File: src/common/pgwr_pkg.sv
/*
 * shared definitions of the page-table write manager
 * table bases, ATT and list entry layouts, list/status/write-kind/state enums
 * and the entry address helpers
 */
`default_nettype none

package pgwr_pkg;

	typedef logic [63:0]  addr_t;	// byte address of a table write
	typedef logic [127:0] line_t;	// one write beat
	typedef logic [15:0]  strb_t;
	typedef logic [31:0]  ptr_t;	// list entry index, 1-based
	typedef logic [55:0]  way_t;

	localparam ptr_t  NULL_PTR  = 32'd0;	// no entry
	localparam addr_t ATT_BASE  = 64'h0000_0000_8000_0000;
	localparam addr_t LIST_BASE = 64'h0000_0000_8001_0000;
	localparam way_t  PPA_BASE  = 56'h0000_0000_0800_00;	// first physical page number

	typedef enum logic [1:0] {
		DALLOC = 2'd0,
		UNCOMP = 2'd1,
		COMP   = 2'd2
	} att_sts_e;

	typedef enum logic {
		FREE       = 1'b0,
		UNCOMP_LST = 1'b1
	} lst_e;

	// 64-bit ATT entry, two per beat
	typedef struct packed {
		logic [5:0] zpd_cnt;
		way_t       way;
		att_sts_e   sts;
	} att_entry_t;

	// 128-bit list entry, next sits in the low bytes
	typedef struct packed {
		logic [7:0] rsvd;	// byte 15
		way_t       way;	// bytes 8..14
		ptr_t       prev;	// bytes 4..7
		ptr_t       next;	// bytes 0..3
	} lst_entry_t;

	typedef enum logic [2:0] {
		ATT_INIT,
		LST_INIT,
		ATT_UPD,
		POP,
		PUSH_SELF,
		PUSH_LINK
	} wr_kind_e;

	typedef enum logic [2:0] {
		ST_IDLE,
		ST_INIT_ATT,
		ST_INIT_LIST,
		ST_ATT_UPD,
		ST_POP,
		ST_PUSH_SELF,
		ST_PUSH_LINK,
		ST_WAIT_RESP
	} state_e;

	// head/tail register operations
	typedef enum logic [1:0] {
		HT_NOP,
		HT_INIT,
		HT_POP,
		HT_PUSH
	} ht_op_e;

	typedef struct packed {
		ht_op_e op;
		lst_e   lst;
		ptr_t   entry;	// new head on pop, new tail on push
		ptr_t   len;	// list length for init
	} ht_cmd_t;

	// beat address holding ATT entry n
	function automatic addr_t att_addr(ptr_t n);
		return ATT_BASE + (((addr_t'(n) - 64'd1) >> 1) << 4);
	endfunction

	// beat address of list entry n
	function automatic addr_t lst_addr(ptr_t n);
		return LIST_BASE + ((addr_t'(n) - 64'd1) << 4);
	endfunction

endpackage

`default_nettype wire

File: src/common/wr_req_if.sv
/*
 * write request channel from the control FSM to the AXI write port
 */
`default_nettype none

interface wr_req_if;
	import pgwr_pkg::*;

	logic  valid;	// held until ready
	logic  ready;	// port has no AW or W beat pending
	addr_t addr;
	line_t data;
	strb_t strb;
	logic  done;	// no write response outstanding

	modport src (
		output valid, addr, data, strb,
		input  ready, done
	);

	modport port (
		input  valid, addr, data, strb,
		output ready, done
	);

	modport mon (
		input valid, ready, addr, data, strb, done
	);

endinterface

`default_nettype wire

File: src/pgwr/list_ht_regs.sv
/*
 * head and tail registers of the free and uncompressed lists
 */
`default_nettype none

module list_ht_regs (
	input  logic              clk_i,
	input  logic              rst_ni,
	input  pgwr_pkg::ht_cmd_t ht_cmd,
	output pgwr_pkg::ptr_t    free_head,
	output pgwr_pkg::ptr_t    free_tail,
	output pgwr_pkg::ptr_t    uncomp_head,
	output pgwr_pkg::ptr_t    uncomp_tail
);
	import pgwr_pkg::*;

	ptr_t head_q [2];	// indexed by lst_e
	ptr_t tail_q [2];
	ptr_t cur_head, cur_tail;

	assign cur_head = head_q[ht_cmd.lst];
	assign cur_tail = tail_q[ht_cmd.lst];

	always_ff @(posedge clk_i or negedge rst_ni) begin
		if (!rst_ni) begin
			head_q <= '{NULL_PTR, NULL_PTR};
			tail_q <= '{NULL_PTR, NULL_PTR};
		end else begin
			case (ht_cmd.op)
				HT_INIT: begin
					head_q[ht_cmd.lst] <= 32'd1;
					tail_q[ht_cmd.lst] <= ht_cmd.len;
				end
				HT_POP: begin
					if (cur_head == cur_tail) begin	// single entry, list now empty
						head_q[ht_cmd.lst] <= NULL_PTR;
						tail_q[ht_cmd.lst] <= NULL_PTR;
					end else begin
						head_q[ht_cmd.lst] <= ht_cmd.entry;
					end
				end
				HT_PUSH: begin
					tail_q[ht_cmd.lst] <= ht_cmd.entry;
					if (cur_tail == NULL_PTR) begin
						head_q[ht_cmd.lst] <= ht_cmd.entry;	// was empty
					end
				end
				default: ;
			endcase
		end
	end

	assign free_head   = head_q[FREE];
	assign free_tail   = tail_q[FREE];
	assign uncomp_head = head_q[UNCOMP_LST];
	assign uncomp_tail = tail_q[UNCOMP_LST];

endmodule

`default_nettype wire

File: src/pgwr/tbl_init_gen.sv
/*
 * entry counter and write formation for ATT and list initialisation
 */
`default_nettype none

module tbl_init_gen #(
	parameter int ATT_ENTRIES  = 16,
	parameter int LIST_ENTRIES = 8,
	parameter int PWRUP_UNCOMP = 0
) (
	input  logic               clk_i,
	input  logic               rst_ni,
	input  logic               init_step,
	input  pgwr_pkg::wr_kind_e init_table,	// LST_INIT selects the list table
	output pgwr_pkg::addr_t    addr,
	output pgwr_pkg::line_t    data,
	output pgwr_pkg::strb_t    strb,
	output logic               last
);
	import pgwr_pkg::*;

	ptr_t       cnt;	// current entry, from 1
	logic       is_lst;
	way_t       ppa;
	att_entry_t att_ent;
	lst_entry_t lst_ent;

	assign is_lst = (init_table == LST_INIT);
	assign last   = is_lst ? (cnt == ptr_t'(LIST_ENTRIES)) : (cnt == ptr_t'(ATT_ENTRIES));
	assign ppa    = PPA_BASE + way_t'(cnt - 32'd1);	// one page per entry

	always_ff @(posedge clk_i or negedge rst_ni) begin
		if (!rst_ni) begin
			cnt <= 32'd1;
		end else if (init_step) begin
			cnt <= last ? 32'd1 : cnt + 32'd1;	// restart for the next table
		end
	end

	always_comb begin
		att_ent.zpd_cnt = '0;
		if (PWRUP_UNCOMP == 1 && cnt <= ptr_t'(LIST_ENTRIES)) begin
			att_ent.sts = UNCOMP;	// first pages come up uncompressed
			att_ent.way = ppa;
		end else begin
			att_ent.sts = DALLOC;
			att_ent.way = '0;
		end

		lst_ent.rsvd = '0;
		lst_ent.way  = ppa;
		lst_ent.prev = cnt - 32'd1;	// entry 1 gets NULL_PTR
		lst_ent.next = (cnt == ptr_t'(LIST_ENTRIES)) ? NULL_PTR : cnt + 32'd1;

		if (is_lst) begin
			addr = lst_addr(cnt);
			data = lst_ent;
			strb = '1;
		end else begin
			addr = att_addr(cnt);
			data = {att_ent, att_ent};
			strb = cnt[0] ? 16'h00ff : 16'hff00;	// odd entries in the low lane
		end
	end

endmodule

`default_nettype wire

File: src/pgwr/tbl_upd_gen.sv
/*
 * write formation for a table update
 * ATT entry write, pop of the source head, push of P onto the destination tail
 */
`default_nettype none

module tbl_upd_gen (
	input  logic               clk_i,
	input  logic               rst_ni,
	input  logic               upd_latch,
	input  pgwr_pkg::ptr_t     upd_att_id,
	input  pgwr_pkg::lst_e     upd_src,
	input  pgwr_pkg::lst_e     upd_dst,
	input  logic               upd_att_only,
	input  pgwr_pkg::att_sts_e upd_att_sts,
	input  pgwr_pkg::way_t     upd_way,
	input  pgwr_pkg::ptr_t     upd_next,
	input  pgwr_pkg::ptr_t     src_head,
	input  pgwr_pkg::ptr_t     dst_tail,	// still the old tail during PUSH_LINK
	input  pgwr_pkg::wr_kind_e wr_kind,
	output pgwr_pkg::addr_t    addr,
	output pgwr_pkg::line_t    data,
	output pgwr_pkg::strb_t    strb
);
	import pgwr_pkg::*;

	ptr_t       att_id_q;
	att_sts_e   sts_q;
	way_t       way_q;
	ptr_t       next_q;
	ptr_t       p_q;	// popped entry
	att_entry_t att_ent;
	lst_entry_t lst_ent;

	always_ff @(posedge clk_i or negedge rst_ni) begin
		if (!rst_ni) begin
			att_id_q <= NULL_PTR;
			sts_q    <= DALLOC;
			way_q    <= '0;
			next_q   <= NULL_PTR;
			p_q      <= NULL_PTR;
		end else if (upd_latch) begin
			att_id_q <= upd_att_id;
			way_q    <= upd_way;
			next_q   <= upd_next;
			p_q      <= src_head;
			if (upd_att_only) begin
				sts_q <= upd_att_sts;
			end else if (upd_src == FREE && upd_dst == UNCOMP_LST) begin
				sts_q <= UNCOMP;	// fresh page allocated
			end else begin
				sts_q <= COMP;	// page got compressed, way freed
			end
		end
	end

	always_comb begin
		att_ent = '{zpd_cnt: '0, way: way_q, sts: sts_q};
		lst_ent = '0;	// untouched fields are masked by strb
		addr    = '0;
		data    = '0;
		strb    = '0;
		case (wr_kind)
			ATT_UPD: begin
				addr = att_addr(att_id_q);
				data = {att_ent, att_ent};
				strb = att_id_q[0] ? 16'h00ff : 16'hff00;
			end
			POP: begin
				lst_ent.prev = NULL_PTR;	// successor becomes the new head
				addr = lst_addr(next_q);
				data = lst_ent;
				strb = 16'h00f0;	// prev only
			end
			PUSH_SELF: begin
				lst_ent.prev = dst_tail;
				lst_ent.next = NULL_PTR;
				addr = lst_addr(p_q);
				data = lst_ent;
				strb = 16'h00ff;	// prev and next
			end
			PUSH_LINK: begin
				lst_ent.next = p_q;	// old tail points at P
				addr = lst_addr(dst_tail);
				data = lst_ent;
				strb = 16'h000f;
			end
			default: ;
		endcase
	end

endmodule

`default_nettype wire

File: src/pgwr/pgwr_ctrl.sv
/*
 * sequencing FSM of the write manager
 * runs ATT/list init and the update write sequence, waits for responses,
 * selects the generator that feeds the write channel and drives head/tail updates
 */
`default_nettype none

module pgwr_ctrl #(
	parameter int LIST_ENTRIES = 8
) (
	input  logic               clk_i,
	input  logic               rst_ni,
	input  logic               init_att,
	input  logic               init_list,
	input  logic               upd_valid,
	input  logic               upd_att_only,
	input  pgwr_pkg::lst_e     upd_src,
	input  pgwr_pkg::lst_e     upd_dst,
	input  pgwr_pkg::ptr_t     upd_next,
	input  pgwr_pkg::ptr_t     free_head,
	input  pgwr_pkg::ptr_t     free_tail,
	input  pgwr_pkg::ptr_t     uncomp_head,
	input  pgwr_pkg::ptr_t     uncomp_tail,
	input  logic               init_last,
	input  pgwr_pkg::addr_t    init_addr,
	input  pgwr_pkg::line_t    init_data,
	input  pgwr_pkg::strb_t    init_strb,
	input  pgwr_pkg::addr_t    upd_addr,
	input  pgwr_pkg::line_t    upd_data,
	input  pgwr_pkg::strb_t    upd_strb,
	wr_req_if.src              wr,
	output logic               init_step,
	output pgwr_pkg::wr_kind_e wr_kind,
	output logic               upd_latch,
	output pgwr_pkg::ptr_t     src_head,
	output pgwr_pkg::ptr_t     dst_tail,
	output pgwr_pkg::ht_cmd_t  ht_cmd,
	output logic               init_att_done,
	output logic               init_list_done,
	output logic               mngr_ready,
	output logic               tbl_update_done
);
	import pgwr_pkg::*;

	state_e   state, state_n;
	wr_kind_e kind_q;	// kind of the last accepted write
	lst_e     src_q, dst_q;
	logic     att_only_q;
	ptr_t     p_q;	// popped entry
	ptr_t     next_q;
	lst_e     src_sel;
	ptr_t     src_tail;
	logic     acc;
	logic     init_att_go, init_list_go, upd_go;

	assign acc          = wr.valid && wr.ready;
	assign init_att_go  = init_att && !init_att_done;
	assign init_list_go = init_list && !init_list_done;
	assign upd_go       = upd_valid && !init_att_go && !init_list_go;	// init has priority

	// raw source while idle so the popped entry is latched with the request
	assign src_sel  = (state == ST_IDLE) ? upd_src : src_q;
	assign src_head = (src_sel == FREE) ? free_head : uncomp_head;
	assign src_tail = (src_sel == FREE) ? free_tail : uncomp_tail;
	assign dst_tail = (dst_q == FREE) ? free_tail : uncomp_tail;

	always_comb begin
		case (state)
			ST_INIT_ATT:  wr_kind = ATT_INIT;
			ST_INIT_LIST: wr_kind = LST_INIT;
			ST_ATT_UPD:   wr_kind = ATT_UPD;
			ST_POP:       wr_kind = POP;
			ST_PUSH_SELF: wr_kind = PUSH_SELF;
			ST_PUSH_LINK: wr_kind = PUSH_LINK;
			default:      wr_kind = kind_q;	// idle and response wait
		endcase
	end

	assign wr.valid = !(state inside {ST_IDLE, ST_WAIT_RESP});
	assign wr.addr  = (wr_kind inside {ATT_INIT, LST_INIT}) ? init_addr : upd_addr;
	assign wr.data  = (wr_kind inside {ATT_INIT, LST_INIT}) ? init_data : upd_data;
	assign wr.strb  = (wr_kind inside {ATT_INIT, LST_INIT}) ? init_strb : upd_strb;

	assign init_step       = acc && (state inside {ST_INIT_ATT, ST_INIT_LIST});
	assign mngr_ready      = (state == ST_IDLE);
	assign upd_latch       = mngr_ready && upd_go;
	assign tbl_update_done = (state == ST_WAIT_RESP) && wr.done
		&& !(kind_q inside {ATT_INIT, LST_INIT});

	// next state, and head/tail change on each accepted write
	always_comb begin
		state_n = state;
		ht_cmd  = '{op: HT_NOP, lst: src_q, entry: NULL_PTR, len: NULL_PTR};
		case (state)
			ST_IDLE: begin
				if (init_att_go) begin
					state_n = ST_INIT_ATT;
				end else if (init_list_go) begin
					state_n = ST_INIT_LIST;
				end else if (upd_go) begin
					state_n = ST_ATT_UPD;
				end
			end
			ST_INIT_ATT: begin
				if (acc && init_last) begin
					state_n = ST_WAIT_RESP;
				end
			end
			ST_INIT_LIST: begin
				if (acc && init_last) begin
					ht_cmd.op  = HT_INIT;	// one long free list
					ht_cmd.lst = FREE;
					ht_cmd.len = ptr_t'(LIST_ENTRIES);
					state_n    = ST_WAIT_RESP;
				end
			end
			ST_ATT_UPD: begin
				if (acc) begin
					if (att_only_q || src_head == NULL_PTR) begin
						state_n = ST_WAIT_RESP;	// nothing to move
					end else if (src_head != src_tail) begin
						state_n = ST_POP;
					end else begin
						ht_cmd.op = HT_POP;	// last entry leaves, list empties without a write
						state_n   = ST_PUSH_SELF;
					end
				end
			end
			ST_POP: begin
				if (acc) begin
					ht_cmd.op    = HT_POP;
					ht_cmd.entry = next_q;	// successor becomes head
					state_n      = ST_PUSH_SELF;
				end
			end
			ST_PUSH_SELF: begin
				if (acc) begin
					if (dst_tail == NULL_PTR) begin
						ht_cmd.op    = HT_PUSH;	// empty destination, P is head and tail
						ht_cmd.lst   = dst_q;
						ht_cmd.entry = p_q;
						state_n      = ST_WAIT_RESP;
					end else begin
						state_n = ST_PUSH_LINK;
					end
				end
			end
			ST_PUSH_LINK: begin
				if (acc) begin
					ht_cmd.op    = HT_PUSH;	// tail moves only once the old tail is linked
					ht_cmd.lst   = dst_q;
					ht_cmd.entry = p_q;
					state_n      = ST_WAIT_RESP;
				end
			end
			ST_WAIT_RESP: begin
				if (wr.done) begin
					state_n = ST_IDLE;
				end
			end
			default: state_n = ST_IDLE;
		endcase
	end

	always_ff @(posedge clk_i or negedge rst_ni) begin
		if (!rst_ni) begin
			state          <= ST_IDLE;
			kind_q         <= ATT_INIT;
			src_q          <= FREE;
			dst_q          <= FREE;
			att_only_q     <= 1'b0;
			init_att_done  <= 1'b0;
			init_list_done <= 1'b0;
		end else begin
			state <= state_n;
			if (acc) begin
				kind_q <= wr_kind;
			end
			if (upd_latch) begin
				src_q      <= upd_src;
				dst_q      <= upd_dst;
				att_only_q <= upd_att_only;
			end
			if (state == ST_WAIT_RESP && wr.done) begin	// flags stay set until reset
				if (kind_q == ATT_INIT) begin
					init_att_done <= 1'b1;
				end
				if (kind_q == LST_INIT) begin
					init_list_done <= 1'b1;
				end
			end
		end
	end

	always_ff @(posedge clk_i) begin
		if (upd_latch) begin
			p_q    <= src_head;
			next_q <= upd_next;
		end
	end

endmodule

`default_nettype wire

File: src/rtl/axi_wr_port.sv
/*
 * AXI write driver, one request at a time through AW then W
 * plus outstanding-response counter and sticky bus error
 */
`default_nettype none

module axi_wr_port (
	input  logic            clk_i,
	input  logic            rst_ni,
	wr_req_if.port          wr,
	output pgwr_pkg::addr_t awaddr,
	output logic            awvalid,
	input  logic            awready,
	output pgwr_pkg::line_t wdata,
	output pgwr_pkg::strb_t wstrb,
	output logic            wvalid,
	input  logic            wready,
	input  logic            bvalid,	// always accepted
	input  logic [1:0]      bresp,
	output logic            bus_error
);

	logic       aw_pend, w_pend;
	logic       acc, aw_hs, w_hs;
	logic       b_ok;
	logic [3:0] outst;	// accepted requests without a response

	assign wr.ready = !aw_pend && !w_pend;
	assign wr.done  = (outst == 4'd0);
	assign acc      = wr.valid && wr.ready;
	assign aw_hs    = awvalid && awready;
	assign w_hs     = wvalid && wready;
	assign b_ok     = bvalid && (outst != 4'd0);	// expected response
	assign awvalid  = aw_pend;
	assign wvalid   = w_pend;

	always_ff @(posedge clk_i) begin
		if (acc) begin
			awaddr <= wr.addr;
			wdata  <= wr.data;
			wstrb  <= wr.strb;
		end
	end

	always_ff @(posedge clk_i or negedge rst_ni) begin
		if (!rst_ni) begin
			aw_pend   <= 1'b0;
			w_pend    <= 1'b0;
			outst     <= 4'd0;
			bus_error <= 1'b0;
		end else begin
			if (acc) begin
				aw_pend <= 1'b1;
			end else if (aw_hs) begin
				aw_pend <= 1'b0;
			end
			if (aw_hs) begin
				w_pend <= 1'b1;	// W follows the address
			end else if (w_hs) begin
				w_pend <= 1'b0;
			end
			case ({acc, b_ok})
				2'b10:   outst <= outst + 4'd1;
				2'b01:   outst <= outst - 4'd1;
				default: ;
			endcase
			if (bvalid && (bresp != 2'b00 || !b_ok)) begin
				bus_error <= 1'b1;	// error or unexpected response
			end
		end
	end

endmodule

`default_nettype wire

File: src/rtl/pgwr_mngr_top.sv
/*
 * page-table write manager top, connects the FSM, generators,
 * head/tail registers and AXI write port
 */
`default_nettype none

module pgwr_mngr_top #(
	parameter int ATT_ENTRIES  = 16,
	parameter int LIST_ENTRIES = 8,
	parameter int PWRUP_UNCOMP = 0
) (
	input  logic               clk_i,
	input  logic               rst_ni,
	input  logic               init_att,
	input  logic               init_list,
	input  logic               upd_valid,
	input  pgwr_pkg::ptr_t     upd_att_id,
	input  pgwr_pkg::lst_e     upd_src,
	input  pgwr_pkg::lst_e     upd_dst,
	input  logic               upd_att_only,
	input  pgwr_pkg::att_sts_e upd_att_sts,
	input  pgwr_pkg::way_t     upd_way,
	input  pgwr_pkg::ptr_t     upd_next,
	output pgwr_pkg::addr_t    awaddr,
	output logic               awvalid,
	input  logic               awready,
	output pgwr_pkg::line_t    wdata,
	output pgwr_pkg::strb_t    wstrb,
	output logic               wvalid,
	input  logic               wready,
	input  logic               bvalid,
	input  logic [1:0]         bresp,
	output pgwr_pkg::ptr_t     free_head,
	output pgwr_pkg::ptr_t     free_tail,
	output pgwr_pkg::ptr_t     uncomp_head,
	output pgwr_pkg::ptr_t     uncomp_tail,
	output logic               init_att_done,
	output logic               init_list_done,
	output logic               mngr_ready,
	output logic               tbl_update_done,
	output logic               bus_error
);
	import pgwr_pkg::*;

	wr_req_if wr_if ();

	logic     init_step, init_last, upd_latch;
	wr_kind_e wr_kind;
	ptr_t     src_head, dst_tail;
	ht_cmd_t  ht_cmd;
	addr_t    init_addr, upd_addr;
	line_t    init_data, upd_data;
	strb_t    init_strb, upd_strb;

	pgwr_ctrl #(
		.LIST_ENTRIES (LIST_ENTRIES)
	) u_ctrl (
		.clk_i, .rst_ni, .init_att, .init_list, .upd_valid, .upd_att_only,
		.upd_src, .upd_dst, .upd_next,
		.free_head, .free_tail, .uncomp_head, .uncomp_tail,
		.init_last, .init_addr, .init_data, .init_strb,
		.upd_addr, .upd_data, .upd_strb,
		.wr (wr_if.src),
		.init_step, .wr_kind, .upd_latch, .src_head, .dst_tail, .ht_cmd,
		.init_att_done, .init_list_done, .mngr_ready, .tbl_update_done
	);

	tbl_init_gen #(
		.ATT_ENTRIES  (ATT_ENTRIES),
		.LIST_ENTRIES (LIST_ENTRIES),
		.PWRUP_UNCOMP (PWRUP_UNCOMP)
	) u_init_gen (
		.clk_i, .rst_ni, .init_step,
		.init_table (wr_kind),
		.addr (init_addr), .data (init_data), .strb (init_strb),
		.last (init_last)
	);

	tbl_upd_gen u_upd_gen (
		.clk_i, .rst_ni, .upd_latch,
		.upd_att_id, .upd_src, .upd_dst, .upd_att_only, .upd_att_sts, .upd_way, .upd_next,
		.src_head, .dst_tail, .wr_kind,
		.addr (upd_addr), .data (upd_data), .strb (upd_strb)
	);

	list_ht_regs u_ht_regs (
		.clk_i, .rst_ni, .ht_cmd,
		.free_head, .free_tail, .uncomp_head, .uncomp_tail
	);

	axi_wr_port u_axi_wr (
		.clk_i, .rst_ni,
		.wr (wr_if.port),
		.awaddr, .awvalid, .awready, .wdata, .wstrb, .wvalid, .wready,
		.bvalid, .bresp, .bus_error
	);

endmodule

`default_nettype wire

File: config.mk
export PLATFORM = sky130hd
export DESIGN_NAME = pgwr_mngr_top
export DESIGN_NICKNAME = d
export VERILOG_FILES = /design/src/common/pgwr_pkg.sv /design/src/common/wr_req_if.sv /design/src/pgwr/list_ht_regs.sv /design/src/pgwr/tbl_init_gen.sv /design/src/pgwr/tbl_upd_gen.sv /design/src/pgwr/pgwr_ctrl.sv /design/src/rtl/axi_wr_port.sv /design/src/rtl/pgwr_mngr_top.sv
export SDC_FILE = /design/constraint.sdc
export NUM_CORES = 1
export LEC_CHECK = 0
export ABC_AREA = 0
export ABC_CLOCK_PERIOD_IN_PS = 13000
export BUFFER_PORTS_ARGS = -buffer_cell sky130_fd_sc_hd__buf_2
export CAP_MARGIN = 20
export CORE_ASPECT_RATIO = 0.5
export CORE_MARGIN = 5
export CORE_UTILIZATION = 60
export CTS_CLUSTER_DIAMETER = 150
export DETAILED_ROUTE_END_ITERATION = 10
export PLACE_DENSITY_LB_ADDON = 0.08
export SLEW_MARGIN = 25
export SYNTH_ARGS = -nofsm -noshare
export SYNTH_HDL_FRONTEND = slang
export SYNTH_SLANG_ARGS = --single-unit
export TNS_END_PERCENT = 100
File: constraint.sdc
create_clock -name clk_i -period 13 [get_ports clk_i]
set_input_delay 0.65 -clock clk_i [delete_from_list [all_inputs] [get_ports clk_i]]
set_output_delay 0.65 -clock clk_i [all_outputs]
set_load 0.01 [all_outputs]
==> impl_results.md <==
- Fmax: ~0.17 GHz
- Synth cell count leaders: 774 x nand2_1, 331 x dfrtp_1, 247 x edfxtp_1, 200 x o21ai_0, 177 x clkbuf_1
- Root Buffer: clkbuf_16
- Initial antenna violation count: 7
- Max-slew violation total from the final report: 0
- Clock Path Buffers: 3
- CP required: between 10 and 15 ns
- Area leader, netlist: dfrtp_1
- Largest net degree at the start of global routing: around 120
- CTS tree: done
- IR drop worst, VDD: about 0.18 mV
- Number of core rows: 59
- Total number of vias: between 20000 and 30000
- Slowest CP cell: a222oi_1
- Starting Density: 60.7%
- Worst Clk Skew: 0.0237 ns
- Seq/Total Area, Yosys: 49.9%
- Pleak: 16.1 nW
- Overflow after GRT: 0
- CTS resizes: 0
- Hold Buf Count CTS: 0
- Util after Layout: a little under 70%
- Layout Area Growth over Synthesis: 14.6%
- Total wire length: approximately 130000 um
- CP Launch Type: flip-flop
- Die H: approximately 170 um
- Ratio of cells with drive above 1 in the final layout: roughly 19%
- Mapped cell area: around 32000 um2
- Worst-path cell chain: buf_4 > mux2i_1 > o21ai_0 > nor4_1 > nand3_1 > xnor2_1 > a222oi_1 > nand4b_1 > and3_1 > a31oi_2 > o221ai_1
- Critical path endpoint category: flip-flop
- Synth cell types: between 80 and 90
- DR vias/cell: 6.82
- Fin Hold WS: ~0.031 ns
- Ys async rst share: a little under three fifths
- All-Layer GR Usage: 42.8%
- RSZ-0062 raised after global routing: no
- Detailed Routing Iterations Pass 1: 9
- Critical-path maximum fanout: slightly above 60
- Max-cap violations: 0
- Core footprint: 52000 um2
- Synth warnings: 0
- Postcts setup bufs: 0
- EDFF count, synth: around 250
- Most common cell in the netlist: nand2_1
- Synth top area cells: dfrtp_1 26%, edfxtp_1 24%, nand2_1 9.2%, xnor2_1 4.6%, o21ai_0 3.2%
- Period utilization: roughly 44%
- Syn avg cell area: between 9 and 10 um2
- Final Hold Viols: 0
- Initial drt markers: 4896
- TritonCTS buffer count: 50
- Post-synth top area share: between 20% and 30%
- Min Tclk post-route: roughly 5.8 ns
- Critical Path AT: 6.06 ns
- Final setup violating endpoints: 0
- Full die area: between 50000 and 60000 um2
- Mapped Cells: between 3000 and 4000
- Rel. slew slack: between 20% and 30%
- Antenna-violating nets left: 0
- Number of synthesized register bits: between 500 and 600
- Dominant synthesized flop cell: dfrtp_1
- H-tree depth: 2
- CP Class: reg -> reg
- I/O pin cnt: 478
- First-pass GRT wire length: approximately 180000 um
- Status: complete, no violations
- Layout Nets: roughly 3800
- GPL Wtd Cong: between 1 and 1.5
- PD cells: around 270 nW/um2
- Delay of the slowest critical-path stage: 0.93 ns
- Inserted Diodes: 0
- DR WL/cell: about 30 um
- Clk Latency, worst-skew pair: 0.61 ns
- Slew @ Worst Pin: about 1.1 ns
- Vias in the first global route: 27700
- Clk pin slew, worst setup/hold paths: approximately 0.07 ns
- Clk sinks: just under 600
- Type of the most critical hold path: in -> async
- Setup TNS: 0 ns
- Drt drc: 0
- Number of port buffers: about 470
- Die width: approximately 330 um
- DP Wirelength: roughly 94000 um
- Filler cells: between 4000 and 5000
[cell type report]
cell class / instances / area (um2) / area share, %
clock buffer: 70 / 1460 / 4.04
sequential: 579 / 15700 / 43.5
timing repair buffer: 519 / 2840 / 7.85
inverter: 53 / 209 / 0.578
tap: 701 / 877 / 2.43
multi-input combinational: 2413 / 14800 / 40.9
clock inverter: 23 / 264 / 0.730
[sequential cells by signal, summed over array words and instances (netlist names), 2 cells and up, named ones only]
name / count
u_ht_regs.uncomp_tail: 31
u_ht_regs.free_tail: 31
u_upd_gen.p_q: 32
u_upd_gen.way_q: 56
u_ht_regs.uncomp_head: 32
u_upd_gen.sts_q: 2
u_axi_wr.wdata: 122
u_axi_wr.wstrb: 3
u_ctrl.next_q: 32
u_ht_regs.free_head: 32
u_axi_wr.awaddr: 58
u_ctrl.p_q: 32
u_upd_gen.att_id_q: 32
u_ctrl.kind_q: 3
u_ctrl.state: 3
u_upd_gen.next_q: 32
u_axi_wr.outst: 4
u_init_gen.cnt: 32
[kinds of logic (layout without fill, tap and decap cells)]
| kind of cell | after synthesis | in the layout | share of synthesized area (%) |
|---|---|---|---|
| flip-flops | 579 | 579 | 49.9 |
| AO/OA/AOI/OAI | 674 | 674 | 14.9 |
| buffers and inverters | 293 | 665 | 3.88 |
| adder cells (fa/ha/maj) | 37 | 37 | 1.48 |
| AND/OR/NAND/NOR | 1346 | 1346 | 19.8 |
| other | 1 | 10 | 0.0119 |
| multiplexers | 73 | 73 | 2.47 |
| XOR/XNOR | 273 | 273 | 7.58 |
[stage by stage]
step | instance area [um2] | std cells | worst slack, ns | total power, mW
finish | 36100 | 4358 | 7.22 | 9.79
global route | 36100 | 4358 | 6.99 | 10.1
CTS | 36100 | 4354 | 7.56 | 9.52
detailed placement | 34300 | 4261 | 7.63 | 7.91
global placement | 34300 | 4258 | 7.75 | 7.83
floorplan | 31600 | 3285 | 6.01 | 6.00
[routing by layer]
layer	up-vias	wire, um	GRT usage [%]
li1	12500	-	-
met1	14500	48500	59.1
met2	2335	54100	63.0
met3	414	19700	15.7
met4	10	5500	14.8
met5	-	83	0
[final timing paths]
| path | startpoint | end | slack (ns) | cells past startpoint |
|---|---|---|---|---|
| worst max-delay path | u_ctrl.dst_q | u_axi_wr.awaddr[49] | 7.22 | 11 |
| worst min-delay path | rst_ni | u_upd_gen.way_q[7] | 0.03 | 1 |
| worst max register to register | u_ctrl.dst_q | u_axi_wr.awaddr[49] | 7.22 | 11 |
| worst min register to register | u_axi_wr.bus_error | u_axi_wr.bus_error | 0.47 | 1 |
| max in group asynchronous | rst_ni | u_upd_gen.p_q[24] | 10.98 | 3 |
| min in group clk_i | wready | u_axi_wr.wvalid | 0.23 | 2 |
[worst max-delay path: cells and delay by family, from the launching register on]
family                    cells  cell delay (ns)
muxes                         1             0.50
buffers and inverters         1             0.62
xor gates and xnor gates      1             0.18
DFF                           1             0.63
and+or+nand+nor               4             1.47
AOI/OAI and AO/OA             4             2.02
[power by group]
part | internal [mW] | leakage (nW) | switching, mW | total (mW)
Combinational | 1.58 | 8.51 | 3.16 | 4.74
Sequential | 2.68 | 6.79 | 0.751 | 3.43
Clock | 0.889 | 0.846 | 0.733 | 1.62
Total | 5.14 | 16.1 | 4.64 | 9.79
[layout by cell type (no fill, tap or decap), types with 52 or more instances in the layout]
cell       netlist  layout
a21oi_1         55      52
a22o_1         110     110
buf_2           19     466
clkbuf_16        0      52
dfrtp_1        331     330
edfxtp_1       247     247
nand2_1        774     772
nor2_1         113     107
nor3_1          80      78
nor4_1          77      77
o21ai_0        200     200
xnor2_1        165     165
xor2_1         108     108
(Power assumes the default switching activity.)
